**src/sa_pkg.sv**
```systemverilog
package sa_pkg;

    // Operand and accumulator widths
    localparam int DATA_WIDTH = 8;
    localparam int PSUM_WIDTH = 2 * DATA_WIDTH;

    typedef logic [PSUM_WIDTH-1:0] psum_t;

    // Multiplier decode modes
    typedef enum logic [1:0] {
        MODE_INT8   = 2'd0,
        MODE_INT4X2 = 2'd1,
        MODE_INT2X4 = 2'd2,
        MODE_SINT8  = 2'd3
    } mode_e;

    // One operand word seen as a single byte, two nibbles or four crumbs
    typedef union packed {
        logic [DATA_WIDTH-1:0]           full;
        logic [1:0][DATA_WIDTH/2-1:0]    nib;
        logic [3:0][DATA_WIDTH/4-1:0]    crumb;
    } operand_u;

    // Array-wide control, one copy fanned out to every PE
    typedef struct packed {
        logic clear;
        logic load_out;
        logic shift;
    } drain_ctrl_s;

endpackage

```
**src/mfu.sv**
```systemverilog
module mfu (
    input  sa_pkg::operand_u i_a,
    input  sa_pkg::operand_u i_b,
    input  sa_pkg::mode_e    i_mode,
    output sa_pkg::psum_t    o_p
);
    import sa_pkg::*;

    // Lane products for the packed modes
    logic [1:0][7:0] nib_prod;
    logic [3:0][3:0] crumb_prod;
    logic [8:0]      nib_sum;
    logic [5:0]      crumb_sum;
    psum_t           full_u;
    psum_t           full_s;

    always_comb begin
        for (int i = 0; i < 2; i++) begin
            nib_prod[i] = 8'(i_a.nib[i]) * 8'(i_b.nib[i]);
        end
        for (int i = 0; i < 4; i++) begin
            crumb_prod[i] = 4'(i_a.crumb[i]) * 4'(i_b.crumb[i]);
        end
    end

    assign nib_sum   = 9'(nib_prod[0]) + 9'(nib_prod[1]);
    assign crumb_sum = 6'(crumb_prod[0]) + 6'(crumb_prod[1])
                     + 6'(crumb_prod[2]) + 6'(crumb_prod[3]);

    // Full byte, zero-extended or sign-extended before the multiply
    assign full_u = PSUM_WIDTH'(i_a.full) * PSUM_WIDTH'(i_b.full);
    assign full_s = PSUM_WIDTH'(signed'(i_a.full)) * PSUM_WIDTH'(signed'(i_b.full));

    always_comb begin
        case (i_mode)
            MODE_INT8:   o_p = full_u;
            MODE_INT4X2: o_p = psum_t'(nib_sum);
            MODE_INT2X4: o_p = psum_t'(crumb_sum);
            MODE_SINT8:  o_p = full_s;
            default:     o_p = '0;
        endcase
    end

    // No clock here, so the check runs on every change of the mode
    always_comb begin
        assert (!$isunknown(i_mode))
            else $error("mfu: mode is unknown");
    end

endmodule

```
**src/skew_feeder.sv**
```systemverilog
module skew_feeder #(
    parameter int ROWS = 2,
    parameter int COLS = 2
) (
    input  logic                         i_clk,
    input  logic                         i_nrst,
    input  logic                         i_valid,
    input  sa_pkg::operand_u [ROWS-1:0]  i_ifmap,
    input  sa_pkg::operand_u [COLS-1:0]  i_weight,
    output sa_pkg::operand_u [ROWS-1:0]  o_row_ifmap,
    output logic             [ROWS-1:0]  o_row_valid,
    output sa_pkg::operand_u [COLS-1:0]  o_col_weight
);
    import sa_pkg::*;

    // Row r waits r cycles, its valid travels with it
    for (genvar r = 0; r < ROWS; r++) begin : g_row
        if (r == 0) begin : g_pass
            assign o_row_ifmap[r] = i_ifmap[r];
            assign o_row_valid[r] = i_valid;
        end else begin : g_dly
            operand_u [r-1:0] data_q;
            logic     [r-1:0] vld_q;

            always_ff @(posedge i_clk or negedge i_nrst) begin
                if (!i_nrst) begin
                    data_q <= '0;
                    vld_q  <= '0;
                end else begin
                    data_q[0] <= i_ifmap[r];
                    vld_q[0]  <= i_valid;
                    for (int i = 1; i < r; i++) begin
                        data_q[i] <= data_q[i-1];
                        vld_q[i]  <= vld_q[i-1];
                    end
                end
            end

            assign o_row_ifmap[r] = data_q[r-1];
            assign o_row_valid[r] = vld_q[r-1];
        end
    end

    // Column c waits c cycles; the PE enable comes from the row side
    for (genvar c = 0; c < COLS; c++) begin : g_col
        if (c == 0) begin : g_pass
            assign o_col_weight[c] = i_weight[c];
        end else begin : g_dly
            operand_u [c-1:0] data_q;

            always_ff @(posedge i_clk or negedge i_nrst) begin
                if (!i_nrst) begin
                    data_q <= '0;
                end else begin
                    data_q[0] <= i_weight[c];
                    for (int i = 1; i < c; i++) begin
                        data_q[i] <= data_q[i-1];
                    end
                end
            end

            assign o_col_weight[c] = data_q[c-1];
        end
    end

endmodule

```
**src/pe.sv**
```systemverilog
module pe (
    input  logic                i_clk,
    input  logic                i_nrst,
    input  sa_pkg::mode_e       i_mode,
    input  sa_pkg::operand_u    i_ifmap,
    input  sa_pkg::operand_u    i_weight,
    input  sa_pkg::psum_t       i_psum,
    input  logic                i_en,
    input  sa_pkg::drain_ctrl_s i_ctrl,
    output sa_pkg::operand_u    o_ifmap,
    output sa_pkg::operand_u    o_weight,
    output sa_pkg::psum_t       o_ofmap
);
    import sa_pkg::*;

    operand_u ifmap_q;
    operand_u weight_q;
    psum_t    acc_q;
    psum_t    out_q;
    psum_t    prod;

    // Product of the operands arriving this cycle
    mfu u_mfu (
        .i_a    (i_ifmap),
        .i_b    (i_weight),
        .i_mode (i_mode),
        .o_p    (prod)
    );

    // Forward ifmap right and weight down, one cycle behind
    always_ff @(posedge i_clk or negedge i_nrst) begin
        if (!i_nrst) begin
            ifmap_q  <= '0;
            weight_q <= '0;
        end else if (i_ctrl.clear) begin
            ifmap_q  <= '0;
            weight_q <= '0;
        end else if (i_en) begin
            ifmap_q  <= i_ifmap;
            weight_q <= i_weight;
        end
    end

    // Output register is either loaded locally or fed from the left neighbour
    always_ff @(posedge i_clk or negedge i_nrst) begin
        if (!i_nrst) begin
            acc_q <= '0;
            out_q <= '0;
        end else if (i_ctrl.load_out) begin
            out_q <= acc_q;
        end else if (i_ctrl.shift) begin
            out_q <= i_psum;
        end else if (i_ctrl.clear) begin
            acc_q <= '0;
            out_q <= '0;
        end else if (i_en) begin
            // Wraps modulo 2^16
            acc_q <= acc_q + prod;
        end
    end

    assign o_ifmap  = ifmap_q;
    assign o_weight = weight_q;
    assign o_ofmap  = out_q;

    // Drain sequencer must never ask for a load and a shift at once
    a_load_shift_excl: assert property (
        @(posedge i_clk) disable iff (!i_nrst)
        !(i_ctrl.load_out && i_ctrl.shift)
    ) else $error("pe: load_out and shift both high");

endmodule

```
**src/pe_array.sv**
```systemverilog
module pe_array #(
    parameter int ROWS = 2,
    parameter int COLS = 2
) (
    input  logic                         i_clk,
    input  logic                         i_nrst,
    input  sa_pkg::mode_e                i_mode,
    input  sa_pkg::operand_u [ROWS-1:0]  i_row_ifmap,
    input  logic             [ROWS-1:0]  i_row_valid,
    input  sa_pkg::operand_u [COLS-1:0]  i_col_weight,
    input  sa_pkg::drain_ctrl_s          i_ctrl,
    output sa_pkg::psum_t    [ROWS-1:0]  o_edge_psum
);
    import sa_pkg::*;

    // Horizontal links carry ifmap and psum, vertical links carry weights
    operand_u ifmap_h  [ROWS][COLS+1];
    operand_u weight_v [ROWS+1][COLS];
    psum_t    psum_h   [ROWS][COLS+1];
    logic     en       [ROWS][COLS];

    for (genvar r = 0; r < ROWS; r++) begin : g_left
        assign ifmap_h[r][0]  = i_row_ifmap[r];
        // Nothing shifts in from the left of column 0
        assign psum_h[r][0]   = '0;
        assign o_edge_psum[r] = psum_h[r][COLS];
    end

    for (genvar c = 0; c < COLS; c++) begin : g_top
        assign weight_v[0][c] = i_col_weight[c];
    end

    for (genvar r = 0; r < ROWS; r++) begin : g_r
        for (genvar c = 0; c < COLS; c++) begin : g_c
            // Enable follows the row valid, one cycle per column
            if (c == 0) begin : g_en_src
                assign en[r][c] = i_row_valid[r];
            end else begin : g_en_dly
                logic en_q;

                always_ff @(posedge i_clk or negedge i_nrst) begin
                    if (!i_nrst) begin
                        en_q <= 1'b0;
                    end else if (i_ctrl.clear) begin
                        en_q <= 1'b0;
                    end else begin
                        en_q <= en[r][c-1];
                    end
                end

                assign en[r][c] = en_q;
            end

            pe u_pe (
                .i_clk    (i_clk),
                .i_nrst   (i_nrst),
                .i_mode   (i_mode),
                .i_ifmap  (ifmap_h[r][c]),
                .i_weight (weight_v[r][c]),
                .i_psum   (psum_h[r][c]),
                .i_en     (en[r][c]),
                .i_ctrl   (i_ctrl),
                .o_ifmap  (ifmap_h[r][c+1]),
                .o_weight (weight_v[r+1][c]),
                .o_ofmap  (psum_h[r][c+1])
            );
        end
    end

endmodule

```
**src/drain_unit.sv**
```systemverilog
module drain_unit #(
    parameter int ROWS = 2,
    parameter int COLS = 2
) (
    input  logic                       i_clk,
    input  logic                       i_nrst,
    input  logic                       i_drain,
    input  logic                       i_clear,
    input  sa_pkg::psum_t [ROWS-1:0]   i_edge_psum,
    output sa_pkg::drain_ctrl_s        o_ctrl,
    output logic                       o_res_valid,
    output logic [$clog2(COLS)-1:0]    o_res_col,
    output sa_pkg::psum_t [ROWS-1:0]   o_res_data,
    output logic                       o_busy
);
    localparam int              COL_W    = $clog2(COLS);
    localparam logic [COL_W-1:0] LAST_COL = COL_W'(COLS - 1);

    localparam logic [1:0] ST_IDLE = 2'd0;
    localparam logic [1:0] ST_LOAD = 2'd1;
    localparam logic [1:0] ST_EMIT = 2'd2;

    logic [1:0]       state_q;
    logic [COL_W-1:0] col_q;

    // Rightmost column comes out first, so count down
    always_ff @(posedge i_clk or negedge i_nrst) begin
        if (!i_nrst) begin
            state_q <= ST_IDLE;
            col_q   <= '0;
        end else begin
            case (state_q)
                ST_IDLE: begin
                    if (i_drain) begin
                        state_q <= ST_LOAD;
                    end
                end
                ST_LOAD: begin
                    state_q <= ST_EMIT;
                    col_q   <= LAST_COL;
                end
                ST_EMIT: begin
                    if (col_q == '0) begin
                        state_q <= ST_IDLE;
                    end else begin
                        col_q <= col_q - 1'b1;
                    end
                end
                default: state_q <= ST_IDLE;
            endcase
        end
    end

    assign o_ctrl.clear    = i_clear;
    assign o_ctrl.load_out = (state_q == ST_LOAD);
    // Column 0 is the last one out, no shift needed after it
    assign o_ctrl.shift    = (state_q == ST_EMIT) && (col_q != '0);

    assign o_res_valid = (state_q == ST_EMIT);
    assign o_res_col   = col_q;
    assign o_res_data  = i_edge_psum;
    assign o_busy      = (state_q != ST_IDLE);

    // Every shift hands the next lower column to the edge one cycle later
    a_shift_next_col: assert property (
        @(posedge i_clk) disable iff (!i_nrst)
        o_ctrl.shift |=> o_res_valid && (o_res_col == $past(o_res_col) - 1'b1)
    ) else $error("drain_unit: shift not followed by the next lower column");

endmodule

```
**src/sa_top.sv**
```systemverilog
module sa_top #(
    parameter int ROWS = 2,
    parameter int COLS = 2
) (
    input  logic                         i_clk,
    input  logic                         i_nrst,
    input  sa_pkg::mode_e                i_mode,
    input  logic                         i_valid,
    input  sa_pkg::operand_u [ROWS-1:0]  i_ifmap,
    input  sa_pkg::operand_u [COLS-1:0]  i_weight,
    input  logic                         i_clear,
    input  logic                         i_drain,
    output logic                         o_res_valid,
    output logic [$clog2(COLS)-1:0]      o_res_col,
    output sa_pkg::psum_t    [ROWS-1:0]  o_res_data,
    output logic                         o_busy
);
    import sa_pkg::*;

    operand_u [ROWS-1:0] row_ifmap;
    logic     [ROWS-1:0] row_valid;
    operand_u [COLS-1:0] col_weight;
    psum_t    [ROWS-1:0] edge_psum;
    drain_ctrl_s         ctrl;

    // Stagger operands so each PE sees matching pairs
    skew_feeder #(
        .ROWS (ROWS),
        .COLS (COLS)
    ) u_feeder (
        .i_clk        (i_clk),
        .i_nrst       (i_nrst),
        .i_valid      (i_valid),
        .i_ifmap      (i_ifmap),
        .i_weight     (i_weight),
        .o_row_ifmap  (row_ifmap),
        .o_row_valid  (row_valid),
        .o_col_weight (col_weight)
    );

    pe_array #(
        .ROWS (ROWS),
        .COLS (COLS)
    ) u_array (
        .i_clk        (i_clk),
        .i_nrst       (i_nrst),
        .i_mode       (i_mode),
        .i_row_ifmap  (row_ifmap),
        .i_row_valid  (row_valid),
        .i_col_weight (col_weight),
        .i_ctrl       (ctrl),
        .o_edge_psum  (edge_psum)
    );

    // Sequences load and shift, labels each column as it leaves
    drain_unit #(
        .ROWS (ROWS),
        .COLS (COLS)
    ) u_drain (
        .i_clk       (i_clk),
        .i_nrst      (i_nrst),
        .i_drain     (i_drain),
        .i_clear     (i_clear),
        .i_edge_psum (edge_psum),
        .o_ctrl      (ctrl),
        .o_res_valid (o_res_valid),
        .o_res_col   (o_res_col),
        .o_res_data  (o_res_data),
        .o_busy      (o_busy)
    );

endmodule

```
**config.mk**
```make
export PLATFORM = sky130hd
export DESIGN_NAME = sa_top
export DESIGN_NICKNAME = d
export VERILOG_FILES = /design/src/sa_pkg.sv /design/src/mfu.sv /design/src/skew_feeder.sv /design/src/pe.sv /design/src/pe_array.sv /design/src/drain_unit.sv /design/src/sa_top.sv
export SDC_FILE = /design/constraint.sdc
export NUM_CORES = 2
export LEC_CHECK = 0
export BUFFER_PORTS_ARGS = -buffer_cell sky130_fd_sc_hd__clkbuf_2
export CELL_PAD_IN_SITES_DETAIL_PLACEMENT = 0
export CELL_PAD_IN_SITES_GLOBAL_PLACEMENT = 2
export CORE_MARGIN = 5
export CORE_UTILIZATION = 25
export DETAILED_ROUTE_END_ITERATION = 16
export GPL_TIMING_DRIVEN = 0
export PLACE_DENSITY = 0.61
export SYNTH_ARGS = -nofsm -noshare
export SYNTH_HDL_FRONTEND = slang
export SYNTH_SLANG_ARGS = --single-unit
```
**constraint.sdc**
```tcl
create_clock -name i_clk -period 9.1 [get_ports i_clk]
set_input_delay 1.365 -clock i_clk [delete_from_list [all_inputs] [get_ports i_clk]]
set_output_delay 1.365 -clock i_clk [all_outputs]
set_load 0.05 [all_outputs]
```
After elaboration in Yosys (flattened, before gate mapping)
Index checks and enable logic that the tools add are counted.

Add/subtract/negate cells: 21. $mul: 32. Divide/modulo/power cells: 0. Order comparisons: 0. Equality and inequality tests: 7. Shift-type cells: 0. Multiplexer cells: 35. Bitwise gates (word level): 2. Reduce and logical (&&, ||, !) cells: 15.

Operator list (number): 16-bit 2-to-1 mux (16); 16-bit case mux with 4 select lines (4); 8-bit by 8-bit multiplier with 16-bit output (8); 16-bit adder (4); 2-bit by 2-bit multiplier with 4-bit output (16); 4-bit by 4-bit multiplier with 8-bit output (8); 8-bit 2-to-1 mux (8); 6-bit by 4-bit adder with 6-bit output (8); 8-bit by 8-bit adder with 9-bit output (4); 4-bit by 4-bit adder with 5-bit output (4); 3-bit AND reduction (4); 2-bit nonzero test (6); 2-bit == test (second input constant) (3); 2-bit case mux with 3 select lines (1); 2-bit by 1-bit == test with 1-bit output (second input constant) (2); 2-bit logical NOT (2); 2-bit 2-to-1 mux (2); 2-bit != test (second input constant) (2); 1-bit 2-to-1 mux (3); 3-bit nonzero test (1); 1-bit NOT (2); 1-bit case mux with 2 select lines (1); 2-bit AND reduction (1); 1-bit logical AND (1); 1-bit subtractor (second input constant) (1).

Bits in registers: 182. Bits in latches: 0. Memory bits (writable): 0. Bits in read-only memories: 0. Input bits: 39. Output and inout bits: 35. Word-level logic and storage cells: 131. Memories kept: 0.

Longest topological paths before layout
Word-level depth: 8. Mapped depth: 28. Mapped depth without buffers: 27.

Modules after synthesis
Synthesis repeated with hierarchy kept, for this count alone.

Cells, all modules: 3782. Area, all modules: 34360.5 sq um.

Modules (own cells, without submodules): mfu at u_array.g_r[0].g_c[0].u_pe.u_mfu ... (times used 2, cells each 656, area each 5632.9 sq um, seq. area each 0.0 sq um); pe (times used 4, cells each 282, area each 2716.4 sq um, seq. area each 1201.2 sq um); mfu at u_array.g_r[1].g_c[0].u_pe.u_mfu (times used 1, cells each 627, area each 5575.3 sq um, seq. area each 0.0 sq um); mfu at u_array.g_r[1].g_c[1].u_pe.u_mfu (times used 1, cells each 625, area each 5559.1 sq um, seq. area each 0.0 sq um); skew_feeder (times used 1, cells each 35, area each 560.5 sq um, seq. area each 425.4 sq um); drain_unit (times used 1, cells each 50, area each 467.9 sq um, seq. area each 75.1 sq um); pe_array (times used 1, cells each 5, area each 66.3 sq um, seq. area each 50.0 sq um).

Worst setup path after synthesis
OpenSTA, ideal clock, no wires.

Kind: input port to flip-flop. Start: input port i_ifmap[1] (netlist name). End: register u_array.g_r[0].g_c[0].u_pe.acc_q[15]. Library setup time: 0.078 ns. Data arrival time: 7.119 ns. Required time: 9.022 ns. Slack: 1.903 ns. Stages: 25. Buffers on the path: 1. Cell sequence: clkbuf_1 > and2_1 > fa_1 > inv_1 > fa_1 > inv_1 > fa_1 > inv_1 > fa_1 > inv_1 > ha_1 > a21o_1 > a21oi_1 > xnor2_1 > mux4_2 > ha_1 > a21o_1 > a211oi_1 > nor4_2 > o31ai_1 > nor2_1 > a2111oi_2 > o21ai_1 > a211oi_1 > o21bai_1.

Cells in the longest elaborated chain, start to end: 8. Elaborated cells between the ends (all ways): 12. Classes of those cells: add/sub (5); mul (4); mux (3).

RTL lines: start: declaration (RTL line sa_top.sv:9) `input sa_pkg::operand_u [ROWS-1:0] i_ifmap,`; 2-bit by 2-bit multiplier with 4-bit output (RTL line mfu.sv:22) `crumb_prod[i] = 4'(i_a.crumb[i]) * 4'(i_b.crumb[i]);`; 4-bit by 4-bit adder with 5-bit output (RTL line mfu.sv:27) `assign crumb_sum = 6'(crumb_prod[0]) + 6'(crumb_prod[1])`; 6-bit by 4-bit adder with 6-bit output (2 in a row) (RTL line mfu.sv:28) `+ 6'(crumb_prod[2]) + 6'(crumb_prod[3]);`; 16-bit case mux with 4 select lines (*) (RTL line mfu.sv:35) `case (i_mode)`; 16-bit adder (*) (RTL line pe.sv:58) `acc_q <= acc_q + prod;`; 16-bit 2-to-1 mux (*) (RTL line pe.sv:56) `end else if (i_en) begin`; 16-bit 2-to-1 mux (*) (RTL line pe.sv:53) `end else if (i_ctrl.clear) begin`; end signal: assignment (RTL line pe.sv:58); end: declaration (RTL line pe.sv:18) `psum_t acc_q;`.

Every way passes the cells marked *; elsewhere a longest branch is shown, timed or not. The select of a mux whose other input is x is not followed. A chain may end at the register's enable or synchronous reset.

Final worst setup path
Start: input port i_ifmap[6] (netlist name). End: register u_array.g_r[0].g_c[0].u_pe.acc_q[15].

Cells in the longest elaborated chain, start to end: 6. Elaborated cells between the ends (all ways): 10. Classes of those cells: add/sub (3); mul (4); mux (3).

RTL lines (RTL line): 4-bit by 4-bit multiplier with 8-bit output or 2-bit by 2-bit multiplier with 4-bit output (tied branches) (mfu.sv:19, mfu.sv:22); 8-bit by 8-bit adder with 9-bit output or 6-bit by 4-bit adder with 6-bit output (tied branches) (mfu.sv:26, mfu.sv:28); 16-bit case mux with 4 select lines (*) (mfu.sv:35); 16-bit adder (*) (pe.sv:58); 16-bit 2-to-1 mux (*) (pe.sv:56); 16-bit 2-to-1 mux (*) (pe.sv:53).

Marked as above.

==> metrics <==
Initial Util=0.2508; first-pass GRT wire length=156600 um; Async SR Flop Fraction=1.000; Crit Path Max Fanout=10; number of global-route vias before repair=roughly 25k; WL/cell=approximately 19 um; most frequent cell after synthesis=inv_1; Non-Filler Instances=5257; synthesis-stage register bit count=182; Worst-Margin Slew=1298 ps; maximum clock rate=between 100 and 150 MHz; share of cells above drive strength 1=0.04008; deepest clock path buffer count=2; Clock Skew=23.27 ps; Power Density=156.5 nW/um^2; total CTS buffers=17; most frequent CP cell=fa_1; FF-to-FF End=u_array.g_r[1].g_c[0].u_pe.acc_q[15]; CP peak stage delay=650 ps; detailed placer's ending HPWL=approximately 87000 um; Post-CTS Setup Inserts=0; Tcrit/Tclk final=0.8886; Startpoint Class=input pin; Synth Warn #=0; Mapped Area=31910 sq um; Max-Slew Margin vs Limit=0.1344; EDFF count, synth=0; register-to-register setup slack=1770 ps; critical path startpoint=i_ifmap[6]; status=complete, no violations; Initial DRC Count=1208; sequential share of the synthesized area=0.1427; GP Congestion=0.8102; Routed Antenna Nets=0; CTS tree=done; post-cts sizing count=0; initial antenna violation count=7; Static Leak=18.58 nW; die area=134900 sq um; Synth area leader=fa_1; First-pass DRT Iterations=5; Worst IR Drop VDD=0.1333 mV; synth top area cells=fa_1 (28%), ha_1 (17%), dfrtp_1 (14%), inv_1 (9.6%), and2_1 (3.5%); CP Data Required Time=9510 ps; synthesized area per cell=9.126 sq um; RSZ-0062 raised after global routing=false; Fillers=13.84k; Worst R2R Start=u_feeder.g_row[1].g_dly.data_q[6]; Hold Fails Final Rpt=0; final setup fails=0; fin nets=4499; core area=127200 sq um; Fin Setup TNS=0 ps; worst hold path class=flop to flop; CTS root buf=clkbuf_16; WHS Path Cells=1; Pins Over Slew Limit=0; worst reg2reg path depth=23; Ports=74; clock period minus worst slack=8086 ps; gr ovfl total=0; hold_sp=u_array.g_r[0].g_c[0].u_pe.o_ofmap[0]; Clk Latency, worst-skew pair=roughly 500 ps; Crit. End Element=flop; Rows=about 130; all-layer global routing usage=0.1537; total power=approximately 5.5 mW; Worst-path clk slew=80 ps; H-tree lvl count=4; post-synth top area share=0.2786; clk sinks=182; vias=23.16k; final wirelength=102100 um; Worst Path Arrival=8500 ps; max_cap viols=0; Post-Synthesis Cells=3496; commonest cells in the netlist=inv_1 (812), fa_1 (444), ha_1 (436), nand2_1 (226), dfrtp_1 (182); Worst Hold Endpoint=u_array.g_r[0].g_c[0].u_pe.o_ofmap[0]; Via density=4.405; pin count of the biggest net entering global routing=86; DRC viols=0; Area growth syn-to-layout=9.667%; Critical-path top delay cell=clkbuf_1; Main synth FF type=dfrtp_1; worst slack at placement=approximately 600 ps; crit path cell chain=clkbuf_1 > nand2_1 > fa_1 > inv_1 > fa_1 > fa_1 > inv_1 > fa_1 > inv_1 > ha_1 > a21oi_1 > xnor2_1 > mux4_2 > ha_1 > a21o_1 > a211oi_1 > nor4_2 > o31ai_1 > nor2_1 > a2111oi_2 > o21ai_1 > a211oi_1 > o21bai_1; distinct cell type count of the synthesized netlist=63; final worst slack=about 1000 ps; Net Count, Synth=approximately 4.4k; Post-CTS Hold Buffers=0; critical path class=input pin to flop; die height=367.2 um; placed cells=between 5k and 6k; overall die width=approximately 370 um; Hold WS=508.6 ps; Buffers on Ports=62
==> sequential cells by signal (all words and copies together), names as in the netlist <==
| signal | flops |
|---|---|
| u_array.g_r.g_c.u_pe.acc_q | 64 |
| u_array.g_r.g_c.u_pe.o_ofmap | 64 |
| u_drain.state_q | 2 |
| u_array.g_r.g_c.u_pe.o_weight | 16 |
| u_array.g_r.g_c.g_en_dly.en_q | 2 |
| u_feeder.g_col.g_dly.data_q | 8 |
| u_feeder.g_row.g_dly.vld_q | 1 |
| u_array.g_r.g_c.u_pe.o_ifmap | 16 |
| u_feeder.g_row.g_dly.data_q | 8 |
| u_drain.o_res_col | 1 |
==> worst max-delay path by stage <==
stage                                           endpoint  slack (ps)  cells past startpoint
finish              u_array.g_r[0].g_c[0].u_pe.acc_q[15]        1010                     23
global placement    u_array.g_r[0].g_c[0].u_pe.acc_q[15]         500                     23
CTS                 u_array.g_r[0].g_c[0].u_pe.acc_q[15]        1080                     23
floorplan           u_array.g_r[0].g_c[0].u_pe.acc_q[15]        1900                     25
detailed placement  u_array.g_r[0].g_c[0].u_pe.acc_q[15]         600                     23
global route        u_array.g_r[0].g_c[0].u_pe.acc_q[15]         630                     24
==> power by group <==
| group | switching [mW] | leakage (nW) | total (mW) | internal (mW) |
|---|---|---|---|---|
| Clock | 0.402 | 0.295 | 0.797 | 0.395 |
| Combinational | 2.17 | 15.8 | 3.53 | 1.36 |
| Sequential | 0.180 | 2.44 | 1.15 | 0.968 |
| Total | 2.75 | 18.6 | 5.47 | 2.72 |
==> cell families after synthesis <==
group | count (synthesis) | share of synthesized area
AOI/OAI and AO/OA | 560 | 0.1133
xor gates and xnor gates | 170 | 0.04667
buffers and inverters | 910 | 0.1075
and+or+nand+nor | 735 | 0.1151
DFF | 182 | 0.1427
adders and majority gates | 880 | 0.4496
muxes | 59 | 0.02502
==> per-stage QoR <==
step | instance area [sq um] | utilization
after floorplan | 31910 | -
after global placement | 34300 | 0.2696
after detailed placement | 34380 | 0.2703
after CTS | 34980 | 0.2751
after global routing | 34980 | 0.2751
final | 34990 | 0.2751
==> worst max-delay path, delay by kind of cell <==
kind                       cells  cell delay (ps)
AOI/OAI and AO/OA              8             2350
xor gates and xnor gates       1              120
adders and majority gates      6             2730
buffers and inverters          4              830
muxes                          1              470
and+or+nand+nor                3              620
==> cell type report <==
cell class | count | area (sq um) | share of cell area
Antenna cell | 2 | 5.005 | 0.0001430
Buffer | 98 | 384.1 | 0.01098
Clock buffer | 17 | 425.4 | 0.01216
Clock inverter | 15 | 183.9 | 0.005257
Inverter | 812 | 3048 | 0.08711
Multi-Input combinational cell | 2404 | 23920 | 0.6836
Sequential cell | 182 | 4554 | 0.1302
Tap cell | 1662 | 2079 | 0.05943
Timing Repair Buffer | 65 | 389.1 | 0.01112
==> metal layers <==
layer	share of wire	GRT usage	up-vias
met2	0.45	0.2465	313
met1	0.50	0.2255	11504
met3	0.039	0.02378	33
met5	0.00015	0	-
li1	-	-	11305
met4	0.0068	0.01748	2
==> placed cells by master, fill, tap and decap left out, types with 26 or more instances in the layout <==
cell / n
a211oi_1: 34
a21o_1: 50
a21oi_1: 137
a22o_1: 38
and2_1: 176
clkbuf_1: 88
clkbuf_2: 61
dfrtp_1: 182
fa_1: 444
ha_1: 436
inv_1: 812
mux2i_1: 37
nand2_1: 226
nand2b_1: 26
nand3_1: 28
nor2_1: 132
nor3_1: 37
nor3b_1: 32
o21ai_0: 142
o22ai_1: 32
xnor2_1: 98
xor2_1: 72
(Power assumes the default switching activity.)
